--- config.mk ---
export PLATFORM = sky130hd
export DESIGN_NAME = cpuControl
export DESIGN_NICKNAME = d
export VERILOG_FILES = /design/src/hw/ctrlPkg.sv /design/src/hw/isaPkg.sv /design/src/hw/decodeIf.sv /design/src/hw/cpuControl.sv /design/src/hw/ctrlEncoder.sv /design/src/hw/insDecoder.sv /design/src/hw/microSequencer.sv
export SDC_FILE = /design/constraint.sdc
export NUM_CORES = 1
export LEC_CHECK = 0
export BUFFER_PORTS_ARGS = -buffer_cell sky130_fd_sc_hd__clkbuf_2
export CELL_PAD_IN_SITES_DETAIL_PLACEMENT = 0
export CELL_PAD_IN_SITES_GLOBAL_PLACEMENT = 2
export CORE_ASPECT_RATIO = 1.25
export CORE_UTILIZATION = 30
export CTS_CLUSTER_SIZE = 24
export DETAILED_ROUTE_END_ITERATION = 10
export PLACE_DENSITY = 0.79
export SYNTH_ARGS = -nofsm -noshare
export SYNTH_HDL_FRONTEND = slang
export SYNTH_SLANG_ARGS = --single-unit
--- constraint.sdc ---
create_clock -name Clk -period 2.2 [get_ports Clk]
set_input_delay 0.33 -clock Clk [delete_from_list [all_inputs] [get_ports Clk]]
set_output_delay 0.33 -clock Clk [all_outputs]
set_load 0.01 [all_outputs]
--- src/hw/ctrlPkg.sv ---
`default_nettype none

package ctrlPkg;

    localparam int stateWidth   = 6;
    localparam int regCount     = 13;
    localparam int busSelWidth  = 4;
    localparam int incCount     = 6;
    localparam int clrCount     = 5;
    localparam int compSelWidth = 3;

    typedef enum logic [stateWidth-1:0] {
        idle, fetch1, fetch2, fetch3,
        noop1,
        jmpM1, jmpK1, jmpN1, jmp2, jmp3, jmp4, noJmp1,
        copy1, copy2, copy3, copy4, copyM5, copyK5, copyN5,
        loadC1Ar, loadC2Ar, load2, load3,
        store1, store2, store3,
        assign1, assign2, assignToC1, assignToC2, assignToC3,
        exResetAll, exResetN2, exResetK2,
        exMoveRp, exMoveRt, exMoveC1,
        exIncC2, exIncC3, exIncM2, exIncK2, exIncN2
    } stateT;

    // Register write enables, one bit per register
    typedef logic [regCount-1:0] regEnT;
    localparam int regPc  = 12;
    localparam int regIr  = 11;
    localparam int regAr  = 10;
    localparam int regDr  = 9;
    localparam int regRp  = 8;
    localparam int regRt  = 7;
    localparam int regRm1 = 6;
    localparam int regRk1 = 5;
    localparam int regRn1 = 4;
    localparam int regC1  = 3;
    localparam int regC2  = 2;
    localparam int regC3  = 1;
    localparam int regAc  = 0;

    typedef enum logic [busSelWidth-1:0] {
        busNone = 4'd0,  busAc  = 4'd1,  busC3  = 4'd2,  busC2  = 4'd3,
        busC1   = 4'd4,  busRn2 = 4'd5,  busRk2 = 4'd6,  busRm2 = 4'd7,
        busRn1  = 4'd8,  busRk1 = 4'd9,  busRm1 = 4'd10, busRt  = 4'd11,
        busRp   = 4'd12, busDr  = 4'd13, busAr  = 4'd14, busMem = 4'd15
    } busSelT;

    typedef logic [incCount-1:0] incT;
    localparam int incBitPc  = 5;
    localparam int incBitRm2 = 4;
    localparam int incBitRk2 = 3;
    localparam int incBitRn2 = 2;
    localparam int incBitC2  = 1;
    localparam int incBitC3  = 0;

    typedef logic [clrCount-1:0] clrT;
    localparam int clrBitRt  = 4;
    localparam int clrBitRm2 = 3;
    localparam int clrBitRk2 = 2;
    localparam int clrBitRn2 = 1;
    localparam int clrBitAc  = 0;

    // One-hot, drives both comparator input muxes
    typedef enum logic [compSelWidth-1:0] {
        compNone = 3'b000,
        compM    = 3'b100,
        compK    = 3'b010,
        compN    = 3'b001
    } compSelT;

endpackage

`default_nettype wire

--- src/hw/isaPkg.sv ---
`default_nettype none

package isaPkg;

    localparam int insWidth  = 8;
    localparam int opWidth   = 4;
    localparam int subWidth  = 4;
    localparam int destWidth = 2;

    typedef logic [insWidth-1:0] insT;   // Instruction byte as held in IR
    typedef logic [subWidth-1:0] subCodeT;

    // Upper nibble of the instruction byte
    typedef enum logic [opWidth-1:0] {
        opNoop   = 4'h0,
        opJmp    = 4'h1,
        opCopy   = 4'h2,
        opLoad   = 4'h3,
        opStore  = 4'h4,
        opAssign = 4'h5,
        opReset  = 4'h6,
        opMove   = 4'h7,
        opInc    = 4'h8
    } opcodeT;

    // JMP compares register pair x1 against x2
    localparam subCodeT jmpM = 4'h0;
    localparam subCodeT jmpK = 4'h1;
    localparam subCodeT jmpN = 4'h2;

    localparam subCodeT loadC1 = 4'h0;   // Address taken from C1
    localparam subCodeT loadC2 = 4'h1;

    localparam subCodeT resetAll = 4'h0;
    localparam subCodeT resetN2  = 4'h1;
    localparam subCodeT resetK2  = 4'h2;

    localparam subCodeT moveRp = 4'h0;   // AC to RP
    localparam subCodeT moveRt = 4'h1;
    localparam subCodeT moveC1 = 4'h2;

    localparam subCodeT incC2 = 4'h0;
    localparam subCodeT incC3 = 4'h1;
    localparam subCodeT incM2 = 4'h2;
    localparam subCodeT incK2 = 4'h3;
    localparam subCodeT incN2 = 4'h4;

    // Low two bits of COPY and ASSIGN
    // M1/K1/N1 for COPY, C1/C2/C3 for ASSIGN
    typedef enum logic [destWidth-1:0] {
        destFirst   = 2'd0,
        destSecond  = 2'd1,
        destThird   = 2'd2,
        destInvalid = 2'd3
    } destT;

endpackage

`default_nettype wire

--- src/hw/decodeIf.sv ---
`timescale 1ns/1ps
`default_nettype none

interface decodeIf;
    import ctrlPkg::*;
    import isaPkg::*;

    stateT entryState;   // First micro-state of the routine
    destT  copyDest;
    destT  assignDest;
    logic  illegal;

    modport decoder (
        output entryState, copyDest, assignDest, illegal
    );

    modport sequencer (
        input entryState, copyDest, assignDest, illegal
    );

endinterface

`default_nettype wire

--- src/hw/cpuControl.sv ---
`timescale 1ns/1ps
`default_nettype none

module cpuControl (
    input  logic             Clk,
    input  logic             rstN,
    input  isaPkg::insT      ir,
    input  logic             z,
    output logic             iromRead,
    output logic             memRead,
    output logic             memWrite,
    output ctrlPkg::regEnT   regEn,
    output logic             selAr,
    output ctrlPkg::busSelT  busSel,
    output ctrlPkg::incT     incEn,
    output ctrlPkg::clrT     clrEn,
    output ctrlPkg::compSelT compSel,
    output logic             illegalOp
);
    import ctrlPkg::*;

    stateT nextState;   // Sequencer to encoder, same edge for both

    decodeIf decBus ();

    insDecoder insDecoder_i (
        .ir  (ir),
        .dec (decBus.decoder)
    );

    microSequencer microSequencer_i (
        .Clk       (Clk),
        .rstN      (rstN),
        .z         (z),
        .dec       (decBus.sequencer),
        .nextState (nextState),
        .illegalOp (illegalOp)
    );

    ctrlEncoder ctrlEncoder_i (
        .Clk       (Clk),
        .rstN      (rstN),
        .nextState (nextState),
        .iromRead  (iromRead),
        .memRead   (memRead),
        .memWrite  (memWrite),
        .selAr     (selAr),
        .regEn     (regEn),
        .busSel    (busSel),
        .incEn     (incEn),
        .clrEn     (clrEn),
        .compSel   (compSel)
    );

endmodule

`default_nettype wire

--- src/hw/ctrlEncoder.sv ---
`timescale 1ns/1ps
`default_nettype none

module ctrlEncoder (
    input  logic             Clk,
    input  logic             rstN,
    input  ctrlPkg::stateT   nextState,
    output logic             iromRead,
    output logic             memRead,
    output logic             memWrite,
    output logic             selAr,
    output ctrlPkg::regEnT   regEn,
    output ctrlPkg::busSelT  busSel,
    output ctrlPkg::incT     incEn,
    output ctrlPkg::clrT     clrEn,
    output ctrlPkg::compSelT compSel
);
    import ctrlPkg::*;

    logic    nxtIromRead;
    logic    nxtMemRead;
    logic    nxtMemWrite;
    logic    nxtSelAr;
    regEnT   nxtRegEn;
    busSelT  nxtBusSel;
    incT     nxtIncEn;
    clrT     nxtClrEn;
    compSelT nxtCompSel;

    // Control word of the state about to be entered
    always_comb begin
        nxtIromRead = 1'b0;
        nxtMemRead  = 1'b0;
        nxtMemWrite = 1'b0;
        nxtSelAr    = 1'b0;
        nxtRegEn    = '0;
        nxtBusSel   = busNone;
        nxtIncEn    = '0;
        nxtClrEn    = '0;
        nxtCompSel  = compNone;
        case (nextState)
            fetch1, jmp2, copy1, assign1: nxtIromRead = 1'b1;   // Read IROM at PC
            fetch2: begin
                nxtRegEn[regIr]    = 1'b1;
                nxtIncEn[incBitPc] = 1'b1;
            end
            fetch3, noJmp1: nxtIncEn[incBitPc] = 1'b1;
            jmpM1: nxtCompSel = compM;
            jmpK1: nxtCompSel = compK;
            jmpN1: nxtCompSel = compN;
            jmp3: begin                // AR from IROM, jump target
                nxtRegEn[regAr] = 1'b1;
                nxtSelAr        = 1'b1;
            end
            jmp4: begin
                nxtRegEn[regPc] = 1'b1;
                nxtBusSel       = busAr;
            end
            copy2, assign2: begin      // Operand word into AR, skip past it
                nxtRegEn[regAr]    = 1'b1;
                nxtSelAr           = 1'b1;
                nxtIncEn[incBitPc] = 1'b1;
            end
            copy3, load2: nxtMemRead = 1'b1;
            copy4, load3: begin
                nxtRegEn[regDr] = 1'b1;
                nxtBusSel       = busMem;
            end
            copyM5: begin nxtRegEn[regRm1] = 1'b1; nxtBusSel = busDr; end
            copyK5: begin nxtRegEn[regRk1] = 1'b1; nxtBusSel = busDr; end
            copyN5: begin nxtRegEn[regRn1] = 1'b1; nxtBusSel = busDr; end
            loadC1Ar: begin nxtRegEn[regAr] = 1'b1; nxtBusSel = busC1; end
            loadC2Ar: begin nxtRegEn[regAr] = 1'b1; nxtBusSel = busC2; end
            store1: begin nxtRegEn[regDr] = 1'b1; nxtBusSel = busRt; end   // Result into DR
            store2: begin nxtRegEn[regAr] = 1'b1; nxtBusSel = busC3; end
            store3: begin
                nxtMemWrite = 1'b1;
                nxtBusSel   = busDr;
            end
            assignToC1: begin nxtRegEn[regC1] = 1'b1; nxtBusSel = busAr; end
            assignToC2: begin nxtRegEn[regC2] = 1'b1; nxtBusSel = busAr; end
            assignToC3: begin nxtRegEn[regC3] = 1'b1; nxtBusSel = busAr; end
            exResetAll: begin
                nxtClrEn[clrBitRt]  = 1'b1;
                nxtClrEn[clrBitRm2] = 1'b1;
                nxtClrEn[clrBitRk2] = 1'b1;
                nxtClrEn[clrBitRn2] = 1'b1;
                nxtClrEn[clrBitAc]  = 1'b1;
            end
            exResetN2: nxtClrEn[clrBitRn2] = 1'b1;
            exResetK2: nxtClrEn[clrBitRk2] = 1'b1;
            // Accumulator out to the bus
            exMoveRp: begin nxtRegEn[regRp] = 1'b1; nxtBusSel = busAc; end
            exMoveRt: begin nxtRegEn[regRt] = 1'b1; nxtBusSel = busAc; end
            exMoveC1: begin nxtRegEn[regC1] = 1'b1; nxtBusSel = busAc; end
            exIncC2: nxtIncEn[incBitC2]  = 1'b1;
            exIncC3: nxtIncEn[incBitC3]  = 1'b1;
            exIncM2: nxtIncEn[incBitRm2] = 1'b1;
            exIncK2: nxtIncEn[incBitRk2] = 1'b1;
            exIncN2: nxtIncEn[incBitRn2] = 1'b1;
            default: ;   // idle and noop1 drive nothing
        endcase
    end

    always_ff @(posedge Clk or negedge rstN) begin
        if (!rstN) begin
            iromRead <= 1'b0;
            memRead  <= 1'b0;
            memWrite <= 1'b0;
            selAr    <= 1'b0;
            regEn    <= '0;
            busSel   <= busNone;
            incEn    <= '0;
            clrEn    <= '0;
            compSel  <= compNone;
        end else begin
            iromRead <= nxtIromRead;
            memRead  <= nxtMemRead;
            memWrite <= nxtMemWrite;
            selAr    <= nxtSelAr;
            regEn    <= nxtRegEn;
            busSel   <= nxtBusSel;
            incEn    <= nxtIncEn;
            clrEn    <= nxtClrEn;
            compSel  <= nxtCompSel;
        end
    end

endmodule

`default_nettype wire

--- src/hw/insDecoder.sv ---
`timescale 1ns/1ps
`default_nettype none

module insDecoder (
    input isaPkg::insT ir,
    decodeIf.decoder   dec
);
    import ctrlPkg::*;
    import isaPkg::*;

    opcodeT  opcode;
    subCodeT subCode;
    destT    dest;

    assign opcode  = opcodeT'(ir[7:4]);
    assign subCode = ir[3:0];
    assign dest    = destT'(ir[1:0]);

    // Both routines read the same field
    assign dec.copyDest   = dest;
    assign dec.assignDest = dest;

    always_comb begin
        dec.entryState = fetch1;   // Restart fetch on anything illegal
        dec.illegal    = 1'b0;
        case (opcode)
            opNoop:  dec.entryState = noop1;
            opStore: dec.entryState = store1;
            opJmp: begin
                case (subCode)
                    jmpM:    dec.entryState = jmpM1;
                    jmpK:    dec.entryState = jmpK1;
                    jmpN:    dec.entryState = jmpN1;
                    default: dec.illegal = 1'b1;
                endcase
            end
            opCopy: begin
                if (dest == destInvalid) dec.illegal = 1'b1;
                else dec.entryState = copy1;
            end
            opAssign: begin
                if (dest == destInvalid) dec.illegal = 1'b1;
                else dec.entryState = assign1;
            end
            opLoad: begin
                case (subCode)
                    loadC1:  dec.entryState = loadC1Ar;
                    loadC2:  dec.entryState = loadC2Ar;
                    default: dec.illegal = 1'b1;
                endcase
            end
            opReset: begin
                case (subCode)
                    resetAll: dec.entryState = exResetAll;
                    resetN2:  dec.entryState = exResetN2;
                    resetK2:  dec.entryState = exResetK2;
                    default:  dec.illegal = 1'b1;
                endcase
            end
            opMove: begin
                case (subCode)
                    moveRp:  dec.entryState = exMoveRp;
                    moveRt:  dec.entryState = exMoveRt;
                    moveC1:  dec.entryState = exMoveC1;
                    default: dec.illegal = 1'b1;
                endcase
            end
            opInc: begin
                case (subCode)
                    incC2:   dec.entryState = exIncC2;
                    incC3:   dec.entryState = exIncC3;
                    incM2:   dec.entryState = exIncM2;
                    incK2:   dec.entryState = exIncK2;
                    incN2:   dec.entryState = exIncN2;
                    default: dec.illegal = 1'b1;
                endcase
            end
            default: dec.illegal = 1'b1;   // Unassigned opcode
        endcase
    end

endmodule

`default_nettype wire

--- src/hw/microSequencer.sv ---
`timescale 1ns/1ps
`default_nettype none

module microSequencer (
    input  logic          Clk,
    input  logic          rstN,
    input  logic          z,
    decodeIf.sequencer    dec,
    output ctrlPkg::stateT nextState,
    output logic          illegalOp
);
    import ctrlPkg::*;
    import isaPkg::*;

    stateT state;

    always_ff @(posedge Clk or negedge rstN) begin
        if (!rstN) begin
            state     <= idle;
            illegalOp <= 1'b0;
        end else begin
            state     <= nextState;
            // Flag lands in the fetch1 that follows the bad decode
            illegalOp <= (state == fetch3) && dec.illegal;
        end
    end

    always_comb begin
        nextState = fetch1;   // Single-step routines all return here
        case (state)
            idle:   nextState = fetch1;
            fetch1: nextState = fetch2;
            fetch2: nextState = fetch3;
            fetch3: begin
                // IR was loaded on the edge that ended fetch2
                if (dec.illegal) nextState = fetch1;
                else nextState = dec.entryState;
            end

            // Compare states, z high means equal so no jump
            jmpM1, jmpK1, jmpN1: begin
                if (z) nextState = noJmp1;
                else nextState = jmp2;
            end
            jmp2: nextState = jmp3;
            jmp3: nextState = jmp4;

            copy1: nextState = copy2;
            copy2: nextState = copy3;
            copy3: nextState = copy4;
            copy4: begin
                case (dec.copyDest)
                    destFirst:  nextState = copyM5;
                    destSecond: nextState = copyK5;
                    destThird:  nextState = copyN5;
                    default:    nextState = fetch1;
                endcase
            end

            loadC1Ar, loadC2Ar: nextState = load2;
            load2:              nextState = load3;

            store1: nextState = store2;
            store2: nextState = store3;

            assign1: nextState = assign2;
            assign2: begin
                case (dec.assignDest)
                    destFirst:  nextState = assignToC1;
                    destSecond: nextState = assignToC2;
                    destThird:  nextState = assignToC3;
                    default:    nextState = fetch1;
                endcase
            end

            default: nextState = fetch1;
        endcase
    end

endmodule

`default_nettype wire

==> metrics <==
first-pass GRT wire length=13700 um; antenna violations before repair=0; IO Count=47; number of instances in the synthesized netlist=slightly below 300; peak supply drop=between 0.4 and 0.5 mV; GRT Overall Usage=19.0%; final cycle utilization of the critical path=103%; setup clock skew after layout=7.63 ps; CTS buffer count=5; footprint of the flip-flops and latches=980 um^2; failing checks=setup timing; Least-Margin Pin Slew=910 ps; via/cell ratio=roughly 5.3; Synth area leader=sky130_fd_sc_hd__dfrtp_1; final hold violation count=0; unrepaired setup endpoints after global routing=true; DP Wirelength=roughly 6300 um; Async S/R FF share, synth=100%; DRT Wirelength=just over 8000 um; overall die height=106 um; power density of the placed cells=947 mW/mm^2; number of optimization iterations in the first detailed-route pass=4; type of the worst setup path=reg2reg; total of max-cap violations=0; Synthesized Nets=just over 300; Antenna Violating Nets Remaining=0; post-layout instance area=between 0.004 and 0.005 mm^2; post-synth design cell area=0.00261 mm^2; most instantiated library cell after synthesis=sky130_fd_sc_hd__dfrtp_1; number of DRC violations after detailed routing=0; clock latency on the worst-skew pair=290 ps; Clock Pin Slew Worst Setup and Hold Paths=80 ps; Worst Slack Setup Final=-68.7 ps; flop and latch count out of synthesis=39; class of the tightest hold or removal check=in2async; most used flip-flop cell after synthesis=sky130_fd_sc_hd__dfrtp_1; total die area=between 0.009 and 0.01 mm^2; clock buffer depth=2; required time of the critical path=2420 ps; utilization after layout=between 40% and 50%; largest net degree at the start of global routing=40; Row Count=37; warnings from Yosys=0; clock tree sinks=39; Min Clock Period, post-route=2270 ps; TritonCTS clock tree=yes; share of layout cells above drive strength 1=51.8%; horizontal die dimension=85.5 um; Final #Nets=between 400 and 500; max-slew violation count=0; fill cell instance count of the final layout=approximately 810; synthesized area divided by synthesized cell count=8.83 um^2; Critical Path Sink Type=flip-flop; ranking of synthesized cells by area=sky130_fd_sc_hd__dfrtp_1 37%, sky130_fd_sc_hd__nor2_1 3.7%, sky130_fd_sc_hd__nor3_1 3.1%; path depth of the worst reg2reg path=9; result of the run=complete, but fails checks; total of buffers placed on input and output ports=45; weighted congestion reported at the end of routability-driven placement=0.898; CP Max Fanout=5; most numerous cell types in the synthesized netlist=39 x sky130_fd_sc_hd__dfrtp_1, 26 x sky130_fd_sc_hd__nor2_1, 18 x sky130_fd_sc_hd__nand2_1; startpoint class of the critical path=flip-flop; via count of the first global-routing pass=2766; starting density of the core=31.4%; arrival time of data at the critical path endpoint=roughly 2500 ps; depth of the CTS H-tree=2; library cell used as clock root buffer=sky130_fd_sc_hd__clkbuf_8; fraction of the yosys area taken by sequential cells=37.4%; Core ar.=0.00833 mm^2; cell area after placement=0.00357 mm^2; Final setup violation count=3; post-synth cell types=64; reported leakage power=0.00185 uW; GRT Residual Overflow=0; number of antenna cells inserted=0; area taken by multi-input logic gates=0.00173 mm^2; vias after detailed routing=2758; post-synthesis to final-layout area growth=55.0%; Starting DRT DRC Count=121; Yosys top cell area share=between 30% and 40%; tightest slew margin relative to the limit=about two fifths; detail-routed net length per standard cell=15.8 um; number of enable flip-flop cells after synthesis=0; Peak Freq=~440 MHz
[timing repair]
action                     in CTS  in global routing
hold buffers                    0                  0
setup endpoints to repair      26                 25
buffers inserted                6                  4
pin swaps                       6                 15
gates resized for setup        30                 35
[metal layers]
metal / track usage (%) / vias to the layer above / wire length [um] / part of all wire, %
met1: 24.0 / 1323 / 3570 / 43
met2: 32.5 / 68 / 4310 / 52
met3: 2.33 / 9 / 224 / 2.7
met5: 0 / - / 0 / 0
met4: 7.86 / 0 / 142 / 1.7
li1: - / 1358 / - / -
[path summary, 6_finish.rpt]
| check | start | endpoint | slack, ps |
|---|---|---|---|
| max | microSequencer_i.state[4] | ctrlEncoder_i.busSel[0] | -70 |
| min reg2reg | microSequencer_i.state[3] | ctrlEncoder_i.regEn[11] | 630 |
| min in group Clk | microSequencer_i.state[3] | ctrlEncoder_i.regEn[11] | 630 |
| max reg2reg | microSequencer_i.state[4] | ctrlEncoder_i.busSel[0] | -70 |
| max in group asynchronous | rstN | microSequencer_i.state[5] | 1410 |
| min | rstN | ctrlEncoder_i.compSel[0] | 160 |
[critical path, cell delays in order, from the launching register on]
cell and delay, ps:
sky130_fd_sc_hd__dfrtp_2 460, sky130_fd_sc_hd__buf_4 160, sky130_fd_sc_hd__nor2_2 100, sky130_fd_sc_hd__and3_4 220
sky130_fd_sc_hd__buf_12 110, sky130_fd_sc_hd__o211ai_4 110, sky130_fd_sc_hd__a211o_4 350, sky130_fd_sc_hd__a2111oi_4 450
sky130_fd_sc_hd__a2111oi_4 130, sky130_fd_sc_hd__a21oi_2 110
[metrics by stage]
stage | hold slack (ps) | setup slack, ps | TNS, ps | cells | total power, uW
after floorplan | 34.4 | -198 | -1120 | 296 | 2020
after CTS | 194 | -38.7 | -86.2 | 518 | 3640
after detailed placement | 507 | -338 | -5880 | 504 | 2860
after global routing | 253 | -158 | -1290 | 522 | 4070
after global placement | 487 | -306 | -5410 | 504 | 2850
final | 159 | -68.7 | -170 | 522 | 3840
[logic make-up (layout without fill, tap and decap cells)]
| group | count (synthesis) | count (layout) | synth area share [%] |
|---|---|---|---|
| and+or+nand+nor | 121 | 121 | 25.0 |
| AOI/OAI and AO/OA | 89 | 89 | 27.4 |
| DFF | 39 | 39 | 37.4 |
| buffers and inverters | 38 | 167 | 7.28 |
| xor gates and xnor gates | 5 | 5 | 1.68 |
| muxes | 3 | 3 | 1.15 |
| other | 1 | 1 | 0.144 |
[flip-flops by register name (all words and copies together) (netlist names), 3 cells and up]
name and flops:
ctrlEncoder_i.compSel 3, ctrlEncoder_i.clrEn 3, ctrlEncoder_i.incEn 6, ctrlEncoder_i.busSel 4, ctrlEncoder_i.regEn 12, microSequencer_i.state 6
[power breakdown]
part	internal, uW	total [uW]	switching, uW
registers	809	850	40.5
clock network	337	585	247
logic	1140	2400	1260
[cells in the final DEF, fill, tap and decap left out, drive strengths merged, types with 6 or more instances in the layout]
cell    Yosys  routed
nor2       27      27
nand2b      9       9
nor3       16      16
nor4        9       9
dfrtp      39      39
clkbuf      6      50
a211oi      6       6
a21oi      13      13
o22ai       6       6
a211o       6       6
nand2      18      18
o21ai      17      17
inv        10       9
buf        22     104
nand3      11      11
[cell type report]
type	count	area share [%]
Clock buffer	5	1.70
Timing Repair Buffer	149	26.3
Inverter	10	1.08
Tap cell	97	3.00
Sequential cell	39	24.2
Multi-Input combinational cell	219	42.6
Clock inverter	3	1.08
(Power assumes the default switching activity.)
